===== src/common/dyser_switch_settings.svh =====
// Sizing macros for the routing switch
// Link width, port counts, configuration layout and queue depth

`ifndef DYSER_SWITCH_SETTINGS_SVH
`define DYSER_SWITCH_SETTINGS_SVH

// Link payload
`define SW_DATA_WIDTH   16

// Port counts, inputs nw n e s w and outputs n e s w
`define SW_NUM_IN       5
`define SW_NUM_OUT      4

// One source field per output
`define SW_SEL_WIDTH    3

// Whole configuration word and the slice taken from w data per load cycle
`define SW_CONF_WIDTH   12
`define SW_CONF_CHUNK   4

// Output queue entries, also the starting credit on every link
`define SW_QUEUE_DEPTH  2

`endif

===== src/common/switch_pkg.sv =====
// Shared types for the routing switch
// Data word, source select encoding and the configuration union

`include "dyser_switch_settings.svh"

package switch_pkg;

    // One link's data word
    typedef logic [`SW_DATA_WIDTH-1:0] data_t;

    // Source select per output
    // Codes 6 and 7 match no input and behave as none
    typedef enum logic [`SW_SEL_WIDTH-1:0] {
        src_none = 3'd0,
        src_nw   = 3'd1,
        src_n    = 3'd2,
        src_e    = 3'd3,
        src_s    = 3'd4,
        src_w    = 3'd5
    } src_sel_e;

    ////////////////////////////////////////////////////////////////////
    // Configuration word
    ////////////////////////////////////////////////////////////////////

    // Flat bits while shifting in, per output fields while routing
    // Field 0 is output n and sits in the low bits, then e, s, w
    typedef union packed {
        logic [`SW_CONF_WIDTH-1:0]        conf_bits;
        src_sel_e [`SW_NUM_OUT-1:0]       conf_fields;
    } conf_u;

endpackage


===== src/common/switch_if.sv =====
// Internal buses of the routing switch
// in_bus_if carries the five input words, grant_if the per output
// source fields and freed slot pulses

`timescale 1ns/10ps
`include "dyser_switch_settings.svh"

////////////////////////////////////////////////////////////////////////
// Input word bus
////////////////////////////////////////////////////////////////////////

// Index 0 nw, 1 n, 2 e, 3 s, 4 w
interface in_bus_if;

    switch_pkg::data_t [`SW_NUM_IN-1:0] data;
    logic [`SW_NUM_IN-1:0]              valid;

    modport src (
        output data,
        output valid
    );

    modport dst (
        input data,
        input valid
    );

endinterface

////////////////////////////////////////////////////////////////////////
// Source fields and credit return
////////////////////////////////////////////////////////////////////////

// Index 0 n, 1 e, 2 s, 3 w
interface grant_if;

    switch_pkg::src_sel_e [`SW_NUM_OUT-1:0] src_field;
    // One cycle high when the output queue pops
    logic [`SW_NUM_OUT-1:0]                 freed;

    modport port_side (
        input  src_field,
        output freed
    );

    modport merge_side (
        input src_field,
        input freed
    );

    modport conf_side (
        output src_field
    );

endinterface


===== src/verilog/dyser_switch.sv =====
// Top level of the credit flow routing switch
// Maps the link ports onto the internal buses and connects the
// configuration register, four output ports and the credit merge

`timescale 1ns/10ps
`include "dyser_switch_settings.svh"

module dyser_switch (
    input  logic              clk,
    input  logic              rst,
    input  logic              conf_en,

    input  switch_pkg::data_t in_nw_data,
    input  switch_pkg::data_t in_n_data,
    input  switch_pkg::data_t in_e_data,
    input  switch_pkg::data_t in_s_data,
    input  switch_pkg::data_t in_w_data,
    input  logic              in_nw_valid,
    input  logic              in_n_valid,
    input  logic              in_e_valid,
    input  logic              in_s_valid,
    input  logic              in_w_valid,
    output logic              in_nw_credit,
    output logic              in_n_credit,
    output logic              in_e_credit,
    output logic              in_s_credit,
    output logic              in_w_credit,

    output switch_pkg::data_t out_n_data,
    output switch_pkg::data_t out_e_data,
    output switch_pkg::data_t out_s_data,
    output switch_pkg::data_t out_w_data,
    output logic              out_n_valid,
    output logic              out_e_valid,
    output logic              out_s_valid,
    output logic              out_w_valid,
    input  logic              out_n_credit,
    input  logic              out_e_credit,
    input  logic              out_s_credit,
    input  logic              out_w_credit
);

    switch_pkg::data_t             out_data_w [`SW_NUM_OUT];
    logic [`SW_NUM_OUT-1:0]        out_valid_w;
    logic [`SW_NUM_OUT-1:0]        out_credit_w;
    logic [`SW_NUM_IN-1:0]         in_credit_w;

    in_bus_if u_in_bus ();
    grant_if  u_grant ();

    // Inputs in bus order nw n e s w
    assign u_in_bus.data  = {in_w_data, in_s_data, in_e_data, in_n_data, in_nw_data};
    assign u_in_bus.valid = {in_w_valid, in_s_valid, in_e_valid, in_n_valid, in_nw_valid};

    switch_config u_config (
        .clk     (clk),
        .rst     (rst),
        .conf_en (conf_en),
        .w_data  (in_w_data),
        .grant   (u_grant)
    );

    ////////////////////////////////////////////////////////////////////////
    // Outputs n e s w
    ////////////////////////////////////////////////////////////////////////

    assign out_credit_w = {out_w_credit, out_s_credit, out_e_credit, out_n_credit};

    for (genvar o = 0; o < `SW_NUM_OUT; o++) begin : g_out
        output_port #(
            .out_index (o)
        ) u_port (
            .clk        (clk),
            .rst        (rst),
            .conf_en    (conf_en),
            .in_bus     (u_in_bus),
            .grant      (u_grant),
            .out_data   (out_data_w[o]),
            .out_valid  (out_valid_w[o]),
            .out_credit (out_credit_w[o])
        );
    end

    assign out_n_data  = out_data_w[0];
    assign out_e_data  = out_data_w[1];
    assign out_s_data  = out_data_w[2];
    assign out_w_data  = out_data_w[3];
    assign {out_w_valid, out_s_valid, out_e_valid, out_n_valid} = out_valid_w;

    credit_merge u_merge (
        .clk       (clk),
        .rst       (rst),
        .grant     (u_grant),
        .in_credit (in_credit_w)
    );

    assign {in_w_credit, in_s_credit, in_e_credit, in_n_credit, in_nw_credit} = in_credit_w;

endmodule


===== src/switch/credit_merge.sv =====
// Upstream credit return of the routing switch
// Holds freed pulses per input and output until every output that
// selects the input has freed a slot

`timescale 1ns/10ps
`include "dyser_switch_settings.svh"

module credit_merge (
    input  logic                  clk,
    input  logic                  rst,
    grant_if.merge_side           grant,
    output logic [`SW_NUM_IN-1:0] in_credit
);

    localparam int NUM_IN  = `SW_NUM_IN;
    localparam int NUM_OUT = `SW_NUM_OUT;
    // A multicast output may run ahead by up to a full queue
    localparam int CNT_W   = $clog2(`SW_QUEUE_DEPTH + 1);

    logic [NUM_IN-1:0][NUM_OUT-1:0] sel;
    logic [NUM_IN-1:0][NUM_OUT-1:0] ready;
    logic [CNT_W-1:0]               saved [NUM_IN][NUM_OUT];

    //////////////////////////////////////////////////////////////////////
    // Per input and output hold counters
    //////////////////////////////////////////////////////////////////////

    for (genvar i = 0; i < NUM_IN; i++) begin : g_in
        for (genvar o = 0; o < NUM_OUT; o++) begin : g_out
            assign sel[i][o] = (grant.src_field[o] == switch_pkg::src_sel_e'(i + 1));

            // Freed now or freed earlier and not yet passed upstream
            assign ready[i][o] = (saved[i][o] != '0) | grant.freed[o];

            always_ff @(posedge clk or posedge rst) begin
                if (rst) begin
                    saved[i][o] <= '0;
                end else begin
                    saved[i][o] <= saved[i][o]
                                 + CNT_W'(sel[i][o] & grant.freed[o])
                                 - CNT_W'(sel[i][o] & in_credit[i]);
                end
            end
        end
    end

    //////////////////////////////////////////////////////////////////////
    // Merge
    //////////////////////////////////////////////////////////////////////

    // AND over the selecting outputs, no pulse for an unused input
    always_comb begin
        for (int i = 0; i < NUM_IN; i++) begin
            in_credit[i] = |sel[i];
            for (int o = 0; o < NUM_OUT; o++) begin
                if (sel[i][o] && !ready[i][o]) begin
                    in_credit[i] = 1'b0;
                end
            end
        end
    end

endmodule


===== src/switch/output_port.sv =====
// One output link of the routing switch
// Source mux, two entry queue, registered output stage and the
// downstream credit counter

`timescale 1ns/10ps
`include "dyser_switch_settings.svh"

module output_port #(
    parameter int out_index = 0
) (
    input  logic              clk,
    input  logic              rst,
    input  logic              conf_en,
    in_bus_if.dst             in_bus,
    grant_if.port_side        grant,
    output switch_pkg::data_t out_data,
    output logic              out_valid,
    input  logic              out_credit
);

    localparam int DEPTH = `SW_QUEUE_DEPTH;
    localparam int PTR_W = (DEPTH > 1) ? $clog2(DEPTH) : 1;
    localparam int CNT_W = $clog2(DEPTH + 1);

    switch_pkg::data_t sel_data;
    logic              sel_valid;
    logic              push;
    logic              pop;

    switch_pkg::data_t queue_mem [DEPTH];
    logic [PTR_W-1:0]  wr_ptr;
    logic [PTR_W-1:0]  rd_ptr;
    logic [CNT_W-1:0]  fill;
    logic [CNT_W-1:0]  credit;

    function automatic logic [PTR_W-1:0] next_ptr(input logic [PTR_W-1:0] ptr);
        if (ptr == PTR_W'(DEPTH - 1)) begin
            return '0;
        end
        return ptr + 1'b1;
    endfunction

    //////////////////////////////////////////////////////////////////////
    // Source select
    //////////////////////////////////////////////////////////////////////

    // Field value k picks input k-1, none and 6/7 pick nothing
    always_comb begin
        sel_data  = in_bus.data[0];
        sel_valid = 1'b0;
        for (int i = 0; i < `SW_NUM_IN; i++) begin
            if (grant.src_field[out_index] == switch_pkg::src_sel_e'(i + 1)) begin
                sel_data  = in_bus.data[i];
                sel_valid = in_bus.valid[i];
            end
        end
    end

    // Words seen during configuration are dropped
    assign push = sel_valid & ~conf_en;
    assign pop  = (fill != '0) && (credit != '0);

    // Slot freed in the same cycle as the pop
    assign grant.freed[out_index] = pop;

    //////////////////////////////////////////////////////////////////////
    // Queue
    //////////////////////////////////////////////////////////////////////

    always_ff @(posedge clk) begin
        if (push) begin
            queue_mem[wr_ptr] <= sel_data;
        end
    end

    always_ff @(posedge clk or posedge rst) begin
        if (rst) begin
            wr_ptr <= '0;
            rd_ptr <= '0;
            fill   <= '0;
        end else begin
            if (push) begin
                wr_ptr <= next_ptr(wr_ptr);
            end
            if (pop) begin
                rd_ptr <= next_ptr(rd_ptr);
            end
            fill <= fill + CNT_W'(push) - CNT_W'(pop);
        end
    end

    //////////////////////////////////////////////////////////////////////
    // Output stage and downstream credit
    //////////////////////////////////////////////////////////////////////

    always_ff @(posedge clk) begin
        if (pop) begin
            out_data <= queue_mem[rd_ptr];
        end
    end

    always_ff @(posedge clk or posedge rst) begin
        if (rst) begin
            out_valid <= 1'b0;
            credit    <= CNT_W'(DEPTH);
        end else begin
            out_valid <= pop;
            // One down per word sent, one up per returned pulse
            credit    <= credit - CNT_W'(pop) + CNT_W'(out_credit);
        end
    end

endmodule


===== src/switch/switch_config.sv =====
// Configuration register of the routing switch
// Loaded in chunks from w data while conf_en is high

`timescale 1ns/10ps
`include "dyser_switch_settings.svh"

module switch_config (
    input  logic              clk,
    input  logic              rst,
    input  logic              conf_en,
    input  switch_pkg::data_t w_data,
    grant_if.conf_side        grant
);

    localparam int CONF_W  = `SW_CONF_WIDTH;
    localparam int CHUNK_W = `SW_CONF_CHUNK;

    switch_pkg::conf_u conf_q;
    logic [CHUNK_W-1:0] chunk;

    // Low bits of the west word carry the configuration
    assign chunk = w_data[CHUNK_W-1:0];

    // New chunk enters at the top, older chunks move toward bit 0
    // so the first chunk loaded ends up in the lowest field
    always_ff @(posedge clk or posedge rst) begin
        if (rst) begin
            conf_q.conf_bits <= '0;
        end else if (conf_en) begin
            conf_q.conf_bits <= {chunk, conf_q.conf_bits[CONF_W-1:CHUNK_W]};
        end
    end

    // Routing view of the same word
    assign grant.src_field = conf_q.conf_fields;

endmodule


===== config.mk =====
export PLATFORM = sky130hd
export DESIGN_NAME = dyser_switch
export DESIGN_NICKNAME = d
export VERILOG_FILES = /design/src/common/switch_pkg.sv /design/src/common/switch_if.sv /design/src/verilog/dyser_switch.sv /design/src/switch/credit_merge.sv /design/src/switch/output_port.sv /design/src/switch/switch_config.sv
export VERILOG_INCLUDE_DIRS = /design/src /design/src/common
export SDC_FILE = /design/constraint.sdc
export NUM_CORES = 1
export LEC_CHECK = 0
export BUFFER_PORTS_ARGS = -buffer_cell sky130_fd_sc_hd__buf_2
export CELL_PAD_IN_SITES_DETAIL_PLACEMENT = 1
export CELL_PAD_IN_SITES_GLOBAL_PLACEMENT = 2
export CORE_ASPECT_RATIO = 0.9
export CORE_UTILIZATION = 25
export DETAILED_ROUTE_END_ITERATION = 10
export GPL_ROUTABILITY_DRIVEN = 0
export PLACE_DENSITY = 0.63
export SETUP_SLACK_MARGIN = 0.1
export SYNTH_ARGS = -nofsm -noshare
export SYNTH_HDL_FRONTEND = slang
export SYNTH_SLANG_ARGS = --single-unit

===== constraint.sdc =====
create_clock -name clk -period 2.45 [get_ports clk]
set_input_delay 0.245 -clock clk [delete_from_list [all_inputs] [get_ports clk]]
set_output_delay 0.245 -clock clk [all_outputs]
set_load 0.01 [all_outputs]

==> results of run 1 <==
[Yosys cell counts (15+ instances only)]
cell type and count:
o221ai_1 15, nor3_1 23, o21ai_0 82, nand2_1 74, a221oi_1 17, mux2i_1 51
dfrtp_1 76, a21oi_1 83, clkbuf_1 38, a22o_1 15, nor2b_1 16, inv_1 78
o211ai_1 29, xnor2_1 64, nand3b_1 18, mux2_2 83, nor2_1 75, edfxtp_1 192
buf_2 28, ha_1 56
[sequential cells by signal, summed over array words and instances (netlist names)]
register                  flops
g_out.u_port.out_valid        4
g_out.u_port.queue_mem      128
g_out.u_port.out_data        64
u_config.grant.src_field     12
g_out.u_port.wr_ptr           4
g_out.u_port.fill             8
g_out.u_port.credit           8
g_out.u_port.rd_ptr           4
u_merge.saved                40
[layer usage]
| layer | track usage | routed length [µm] | up-vias |
|---|---|---|---|
| li1 | - | - | 4850 |
| met3 | 0.0241 | 2380 | 51 |
| met4 | 0.0356 | 713 | 4 |
| met1 | 0.240 | 23300 | 5419 |
| met2 | 0.263 | 22200 | 250 |
| met5 | 0 | 25 | - |
[kinds of logic (layout without fill, tap and decap cells)]
group,after synthesis,count (layout),share of synthesized area
xor+xnor,64,64,0.0398
simple gates,252,252,0.0888
buf+inv,159,410,0.0459
compound gates,271,271,0.122
other cells,0,2,0
mux,134,134,0.103
fa+ha+maj,56,56,0.0497
flops,272,272,0.551
[layout by cell type (no fill, tap or decap), drive strengths merged, types with 5 or more instances in the layout]
master       synthesis  layout
nand3                6       6
mux2                83      83
a21o                10      10
nor3                23      23
nand2               74      74
inv                 80      81
clkbuf              39      41
nor2b               16      16
buf                 39     265
o21ai               84      84
and3b                5       5
dlygate4sd3          0       6
mux2i               51      51
edfxtp             192     192
clkinv               1      10
nand2b               8       8
nor2                75      75
a22o                15      15
clkinvlp             0       5
or3b                 6       6
dfrtp               76      76
o211ai              31      31
a221oi              17      17
ha                  56      56
o221ai              15      15
nand3b              18      18
a21oi               83      83
xnor2               64      64
[how the worst max path moves through the flow]
stage	start	endpoint	slack (ns)	cells past startpoint
final	u_config.grant.src_field[0]	u_merge.saved[11]	-0.09	10
after global routing	g_out[0].u_port.fill[0]	u_merge.saved[17]	-0.20	12
after CTS	g_out[0].u_port.fill[1]	in_e_credit	-0.17	7
after detailed placement	g_out[0].u_port.fill[0]	u_merge.saved[3]	-0.10	9
after global placement	g_out[0].u_port.fill[0]	u_merge.saved[5]	-0.03	9
after floorplan	g_out[0].u_port.fill[0]	u_merge.saved[39]	-0.002	10
[power groups by stage]
stage | Sequential (mW) | Clock (mW) | Combinational (mW)
after floorplan | 7.79 | 0 | 3.92
after global placement | 7.90 | 0 | 6.57
after detailed placement | 7.93 | 0 | 6.83
after CTS | 7.88 | 4.83 | 7.34
after global routing | 8.03 | 4.99 | 8.21
final | 7.85 | 4.67 | 7.45
[worst reg2reg max path, delay by kind of cell, from the launching register on]
family	cells	cell delay [ns]
AND/OR/NAND/NOR	4	1.09
adder cells (fa/ha/maj)	2	0.44
XOR/XNOR	2	0.31
flip-flops	1	0.43
buffers and inverters	2	0.16
[what timing repair did]
action / in CTS / in global routing
hold buffers: 6 / 0
buffers inserted: 16 / 1
gates resized for setup: 88 / 45
pin swaps: 45 / 35
setup endpoints to repair: 35 / 43
endpoints found under the hold margin: 35 / 0
[cell type report]
class	instances	area (µm²)
well taps	756	946
clock inverters	17	168
fillers	6099	37500
clock buffers	41	873
flip-flops and latches	272	7780
inverters	81	312
diodes	2	5.00
multi-input cells	777	6260
repair buffers	271	1840
==> metrics.md, run 1 <==
| Metric | Value |
|---|---|
| CP cell instances | `or3b_4 -> or4_4 -> nand4_4 -> buf_6 -> nor3_2 -> ha_1 -> inv_2 -> ha_4 -> xnor2_2 -> xnor2_1` |
| Internal Pwr Total | `13.0 mW` |
| Die Y | `227 µm` |
| Layout cells sized above 1 | `0.350` |
| MaxCap Viol Count | `0` |
| Top area cells in the synthesized netlist | `edfxtp_1, dfrtp_1, mux2_2` |
| # DRC | `0` |
| Root Driver | `clkbuf_16` |
| Netlist cell types | `59` |
| Post-synth net total | `1,356` |
| Post-synth EDFFs | `192` |
| CP Capture Type | `flip-flop` |
| Slew HR | `0.496` |
| Initial DRT Pass Iterations | `5` |
| Failing checks | `setup timing` |
| Mapped Cells | `between 1,000 and 1,500` |
| Worst Setup Path Type | `flip-flop to flip-flop` |
| Crit path max-delay family | `simple AND/OR/NAND/NOR gates` |
| Post-synth top area cell | `edfxtp_1` |
| Worst Path Arrival | `3.03 ns` |
| Clk slew on worst S/H paths | `0.07 ns` |
| Global-route wire length before repair | `71,200 µm` |
| Clk sink count | `between 200 and 300` |
| Num rows | `82` |
| Critical Path Start Type | `flip-flop` |
| Reg2Reg Capture Point | `u_merge.saved[11]` |
| Fin crit share | `1.04` |
| CTS Buf Count | `31` |
| Placed cell count | `2,134` |
| Hold slack | `0.0548 ns` |
| Status | `complete, but fails checks` |
| Async S/R FF share, synth | `0.294` |
| P_sw | `6.99 mW` |
| DRT iter0 DRCs | `657` |
| Final-report setup violation count | `16` |
| Pins Over Slew Limit | `0` |
| WP buf/inv | `2` |
| Main flop type after synthesis | `edfxtp_1` |
| Tot Pwr | `approximately 20 mW` |
| Total routed wirelength | `48,600 µm` |
| Clk_skew | `0.0132 ns` |
| Reg2Reg Launch Point | `u_config.grant.src_field[0]` |
| Slowest-stage cell, CP | `or4_4` |
| VDD IR max | `approximately 0.53 mV` |
| Peak Freq | `394 MHz` |
| GRT Util Overall | `0.166` |
| Register-to-Register Path Depth | `10` |
| Final HPWL DP | `about 36,000 µm` |
| Flops & latches, synth | `272` |
| Ports | `165` |
| Switch share | `0.350` |
| Core area | `55,700 µm²` |
| Die Span X | `252 µm` |
| Required time of the critical path | `roughly 3 ns` |
| Hold path depth | `2` |
| Fin cells | `approximately 2,200` |
| PortBufs | `164` |
| Clk pwr share | `0.234` |
| Hold path start | `in_w_data[0]` |
| ANT nets after route | `0` |
| H-tree levels | `1` |
| CP peak stage delay | `0.51 ns` |
| Top-area cell type share of the netlist area | `0.409` |
| Post-Place Cell Area | `16,300 µm²` |
| Nets | `between 1,500 and 2,000` |
| RSZ-0062 raised after global routing | `true` |
| Largest net degree at the start of global routing | `64` |
| P_leak | `slightly above 7 nW` |
| Area Growth Syn to Fin | `29.0%` |
| Clock Latency Late Sink | `0.59 ns` |
| Crit-path max FO | `3` |
| Register area share after synthesis | `0.551` |
| Cell area after layout | `18,200 µm²` |
| Hold-critical path endpoint | `u_config.grant.src_field[8]` |
| Final Hold Fails | `0` |
| Post-layout minimum cycle time | `2.54 ns` |
| R2r setup slk | `-0.09 ns` |
| Hold Path Class | `input port to flip-flop` |
| Vias | `10,600` |
| Worst Max-Slew Pin Slew | `about 0.75 ns` |
| Final core occ | `0.326` |
| Place WS | `-0.102 ns` |
| PwrDens | `1100 nW/µm²` |
| Initial antenna violation count | `4` |
| Vias in the first global route | `10,900` |
| Synth Warn # | `0` |
| Synthesized cell area | `14,100 µm²` |
| Overflow after GRT | `0` |
| Initial Util | `0.253` |
| CTS tree | `done` |
| Die Footprint | `57,300 µm²` |
| Combinational Power Share | `0.373` |
| Setup TNS | `-0.780 ns` |
| DR vias/cell | `4.77` |
| Setup slack after layout | `-0.0894 ns` |
| DR WL/cell | `approximately 22 µm` |
| Syn avg cell area | `11.7 µm²` |
| Deepest clock path buffer count | `3` |
| Sequential Power Share | `0.393` |
No activity file was read; power rests on OpenSTA's default activity.
==> inputs of run 2 (changes only) <==
BUFFER_PORTS_ARGS = not set   (was -buffer_cell sky130_fd_sc_hd__buf_2)
DONT_BUFFER_PORTS = 1   (was not set)
PLACE_DENSITY = 0.59   (was 0.63)
RECOVER_POWER = 100   (was not set)
==> run 2 against run 1 <==
The run ends with capacitance limit, slew limit, setup timing left. Critical endpoint is now u_merge.saved[9]. Sequential power grew 3.9%. Fmax is 2.4% lower. Global-route usage grew 1.3 points. Sequential share of layout area rose by 1.2 points. Largest cell class unchanged. First-iteration DRC count grew 3.8%. Total power is 2.7% lower. Clock skew is 0.0072 ns higher. Cell count decreased by 4.7%. Critical path type unchanged. Cell area decreased by 2.8%. Die area is the same.
==> metrics.md, run 2 (same netlist as run 1, synthesis figures left out) <==
| Metric | Value |
|---|---|
| Status | `complete, but fails checks` |
| Failing checks | `capacitance limit, slew limit, setup timing` |
| Hold path start | `in_w_data[1]` |
| Register-to-Register Path Depth | `12` |
| Core area | `between 50,000 and 60,000 µm²` |
| # DRC | `0` |
| Hold-critical path endpoint | `g_out[2].u_port.queue_mem[0][1]` |
| Vias | `approximately 10,000` |
| Post-layout minimum cycle time | `approximately 2.6 ns` |
| Reg2Reg Launch Point | `u_config.grant.src_field[5]` |
| Overflow after GRT | `0` |
| Num rows | `approximately 80` |
| ANT nets after route | `0` |
| Total routed wirelength | `between 50,000 and 60,000 µm` |
| FILL cells | `6,015` |
| Hold path depth | `2` |
| H-tree levels | `2` |
| Clock Latency Late Sink | `~0.55 ns` |
| DR WL/cell | `24.5 µm` |
| GRT Util Overall | `0.179` |
| Die Span X | `252 µm` |
| Fin crit share | `1.06` |
| Ports | `around 170` |
| Post-Place Cell Area | `15,700 µm²` |
| Place WS | `-0.152 ns` |
| Worst Setup Path Type | `flip-flop to flip-flop` |
| Largest register by flop count | `g_out.u_port.queue_mem` |
| Hold Path Class | `input port to flip-flop` |
| Global-route wire length before repair | `74,600 µm` |
| R2r setup slk | `-0.15 ns` |
| Slew HR | `-0.291` |
| Peak Freq | `385 MHz` |
| DRT iter0 DRCs | `682` |
| Initial Util | `0.253` |
| Area Growth Syn to Fin | `25.4%` |
| Vias in the first global route | `roughly 10,000` |
| Largest register FFs | `128` |
| Root Driver | `clkbuf_16` |
| RSZ-0062 raised after global routing | `true` |
| Die Y | `227 µm` |
| Largest net degree at the start of global routing | `64` |
| Cell area after layout | `17,700 µm²` |
| Required time of the critical path | `2.87 ns` |
| Initial antenna violation count | `2` |
| Crit-path max FO | `6` |
| Pins Over Slew Limit | `40` |
| PortBufs | `0` |
| Regs by FF count | `g_out.u_port.queue_mem x128, g_out.u_port.out_data x64, u_merge.saved x40` |
| P_leak | `roughly 6.6 nW` |
| Commonest non-fill, non-tap cell in the layout | `edfxtp_1` |
| PwrDens | `1100 nW/µm²` |
| Reg2Reg Capture Point | `u_merge.saved[9]` |
| Initial DRT Pass Iterations | `5` |
| Nets | `1,475` |
| Setup slack after layout | `-0.151 ns` |
| Final HPWL DP | `36,900 µm` |
| CP Capture Type | `flip-flop` |
| Layout cells sized above 1 | `0.237` |
| Die Footprint | `57,300 µm²` |
| Clk sink count | `about 270` |
| Critical Path Start Type | `flip-flop` |
| Deepest clock path buffer count | `3` |
| Clk_skew | `0.0204 ns` |
| Worst Max-Slew Pin Slew | `1.94 ns` |
| Worst Path Arrival | `3.02 ns` |
| MaxCap Viol Count | `1` |
| DR vias/cell | `4.86` |
| CTS tree | `done` |
| VDD IR max | `between 0.4 and 0.5 mV` |
| Clk slew on worst S/H paths | `0.06 ns` |
| CTS Buf Count | `35` |
| Most frequent cells in the layout | `edfxtp_1, a21oi_1, o21ai_0, nand2_1, dfrtp_1` |
| Final-report setup violation count | `35` |
| Final Hold Fails | `0` |
run 2: worst max-delay path by stage:
stage	from	end	slack, ns	depth (start not counted)
floorplan	g_out[0].u_port.fill[0]	u_merge.saved[39]	-0.002	10
global placement	g_out[1].u_port.credit[1]	u_merge.saved[5]	-0.07	11
detailed placement	g_out[1].u_port.credit[1]	u_merge.saved[5]	-0.15	11
CTS	g_out[0].u_port.fill[1]	in_nw_credit	-0.12	7
global route	g_out[0].u_port.fill[0]	u_merge.saved[35]	-0.24	11
finish	u_config.grant.src_field[5]	u_merge.saved[9]	-0.15	12
run 2: what timing repair did:
action / in CTS / in global routing
endpoints found under the setup margin: 60 / 65
cloned: 0 / 0
hold buffers: 34 / 0
buffers inserted: 16 / 3
resized for setup: 83 / 57
endpoints found under the hold margin: 136 / 0
pin swaps: 45 / 42
run 2: cell type report:
| type | instances | area, µm² | share of cell area |
|---|---|---|---|
| inverters | 81 | 309 | 0.0175 |
| flip-flops and latches | 272 | 7780 | 0.440 |
| multi-input cells | 777 | 6230 | 0.352 |
| clock inverters | 17 | 135 | 0.00764 |
| well taps | 756 | 946 | 0.0535 |
| clock buffers | 46 | 947 | 0.0536 |
| diodes | 4 | 10.0 | 0.000566 |
| repair buffers | 160 | 1330 | 0.0750 |
run 2: power by group:
| part | switching, mW | internal [mW] | total (mW) |
|---|---|---|---|
| logic | 3.55 | 2.77 | 6.33 |
| registers | 1.22 | 6.93 | 8.16 |
| clock network | 2.08 | 2.86 | 4.94 |
| total | 6.86 | 12.6 | 19.4 |
run 2: worst max-delay path, cell delays in order (launching register included):
cell	delay [ns]
dfrtp_1	0.44
clkbuf_1	0.20
nor2b_2	0.35
buf_4	0.19
nand4b_1	0.17
nand4_4	0.18
buf_6	0.16
nor3_4	0.04
ha_1	0.30
inv_2	0.04
ha_4	0.15
xnor2_2	0.13
xnor2_1	0.13
run 2: per-layer routing:
| metal | share of wire | global-route usage | vias up |
|---|---|---|---|
| li1 | - | - | 4659 |
| met1 | 0.47 | 0.250 | 5268 |
| met2 | 0.44 | 0.273 | 263 |
| met3 | 0.060 | 0.0455 | 70 |
| met4 | 0.023 | 0.0512 | 2 |
| met5 | 0.00025 | 0 | - |
run 2: per-stage QoR:
stage	instances	power [mW]	setup TNS [ns]	hold slack, ns	util
2_1_floorplan	1208	11.7	-0.00181	0.366	-
3_3_place_gp	1996	13.9	-0.280	0.257	0.281
3_5_place_dp	1996	14.1	-1.53	0.264	0.281
4_1_cts	2107	19.7	-1.36	0.000506	0.316
5_1_grt	2109	20.6	-15.01	0.0118	0.317
6_report	2113	19.4	-2.35	0.000457	0.317
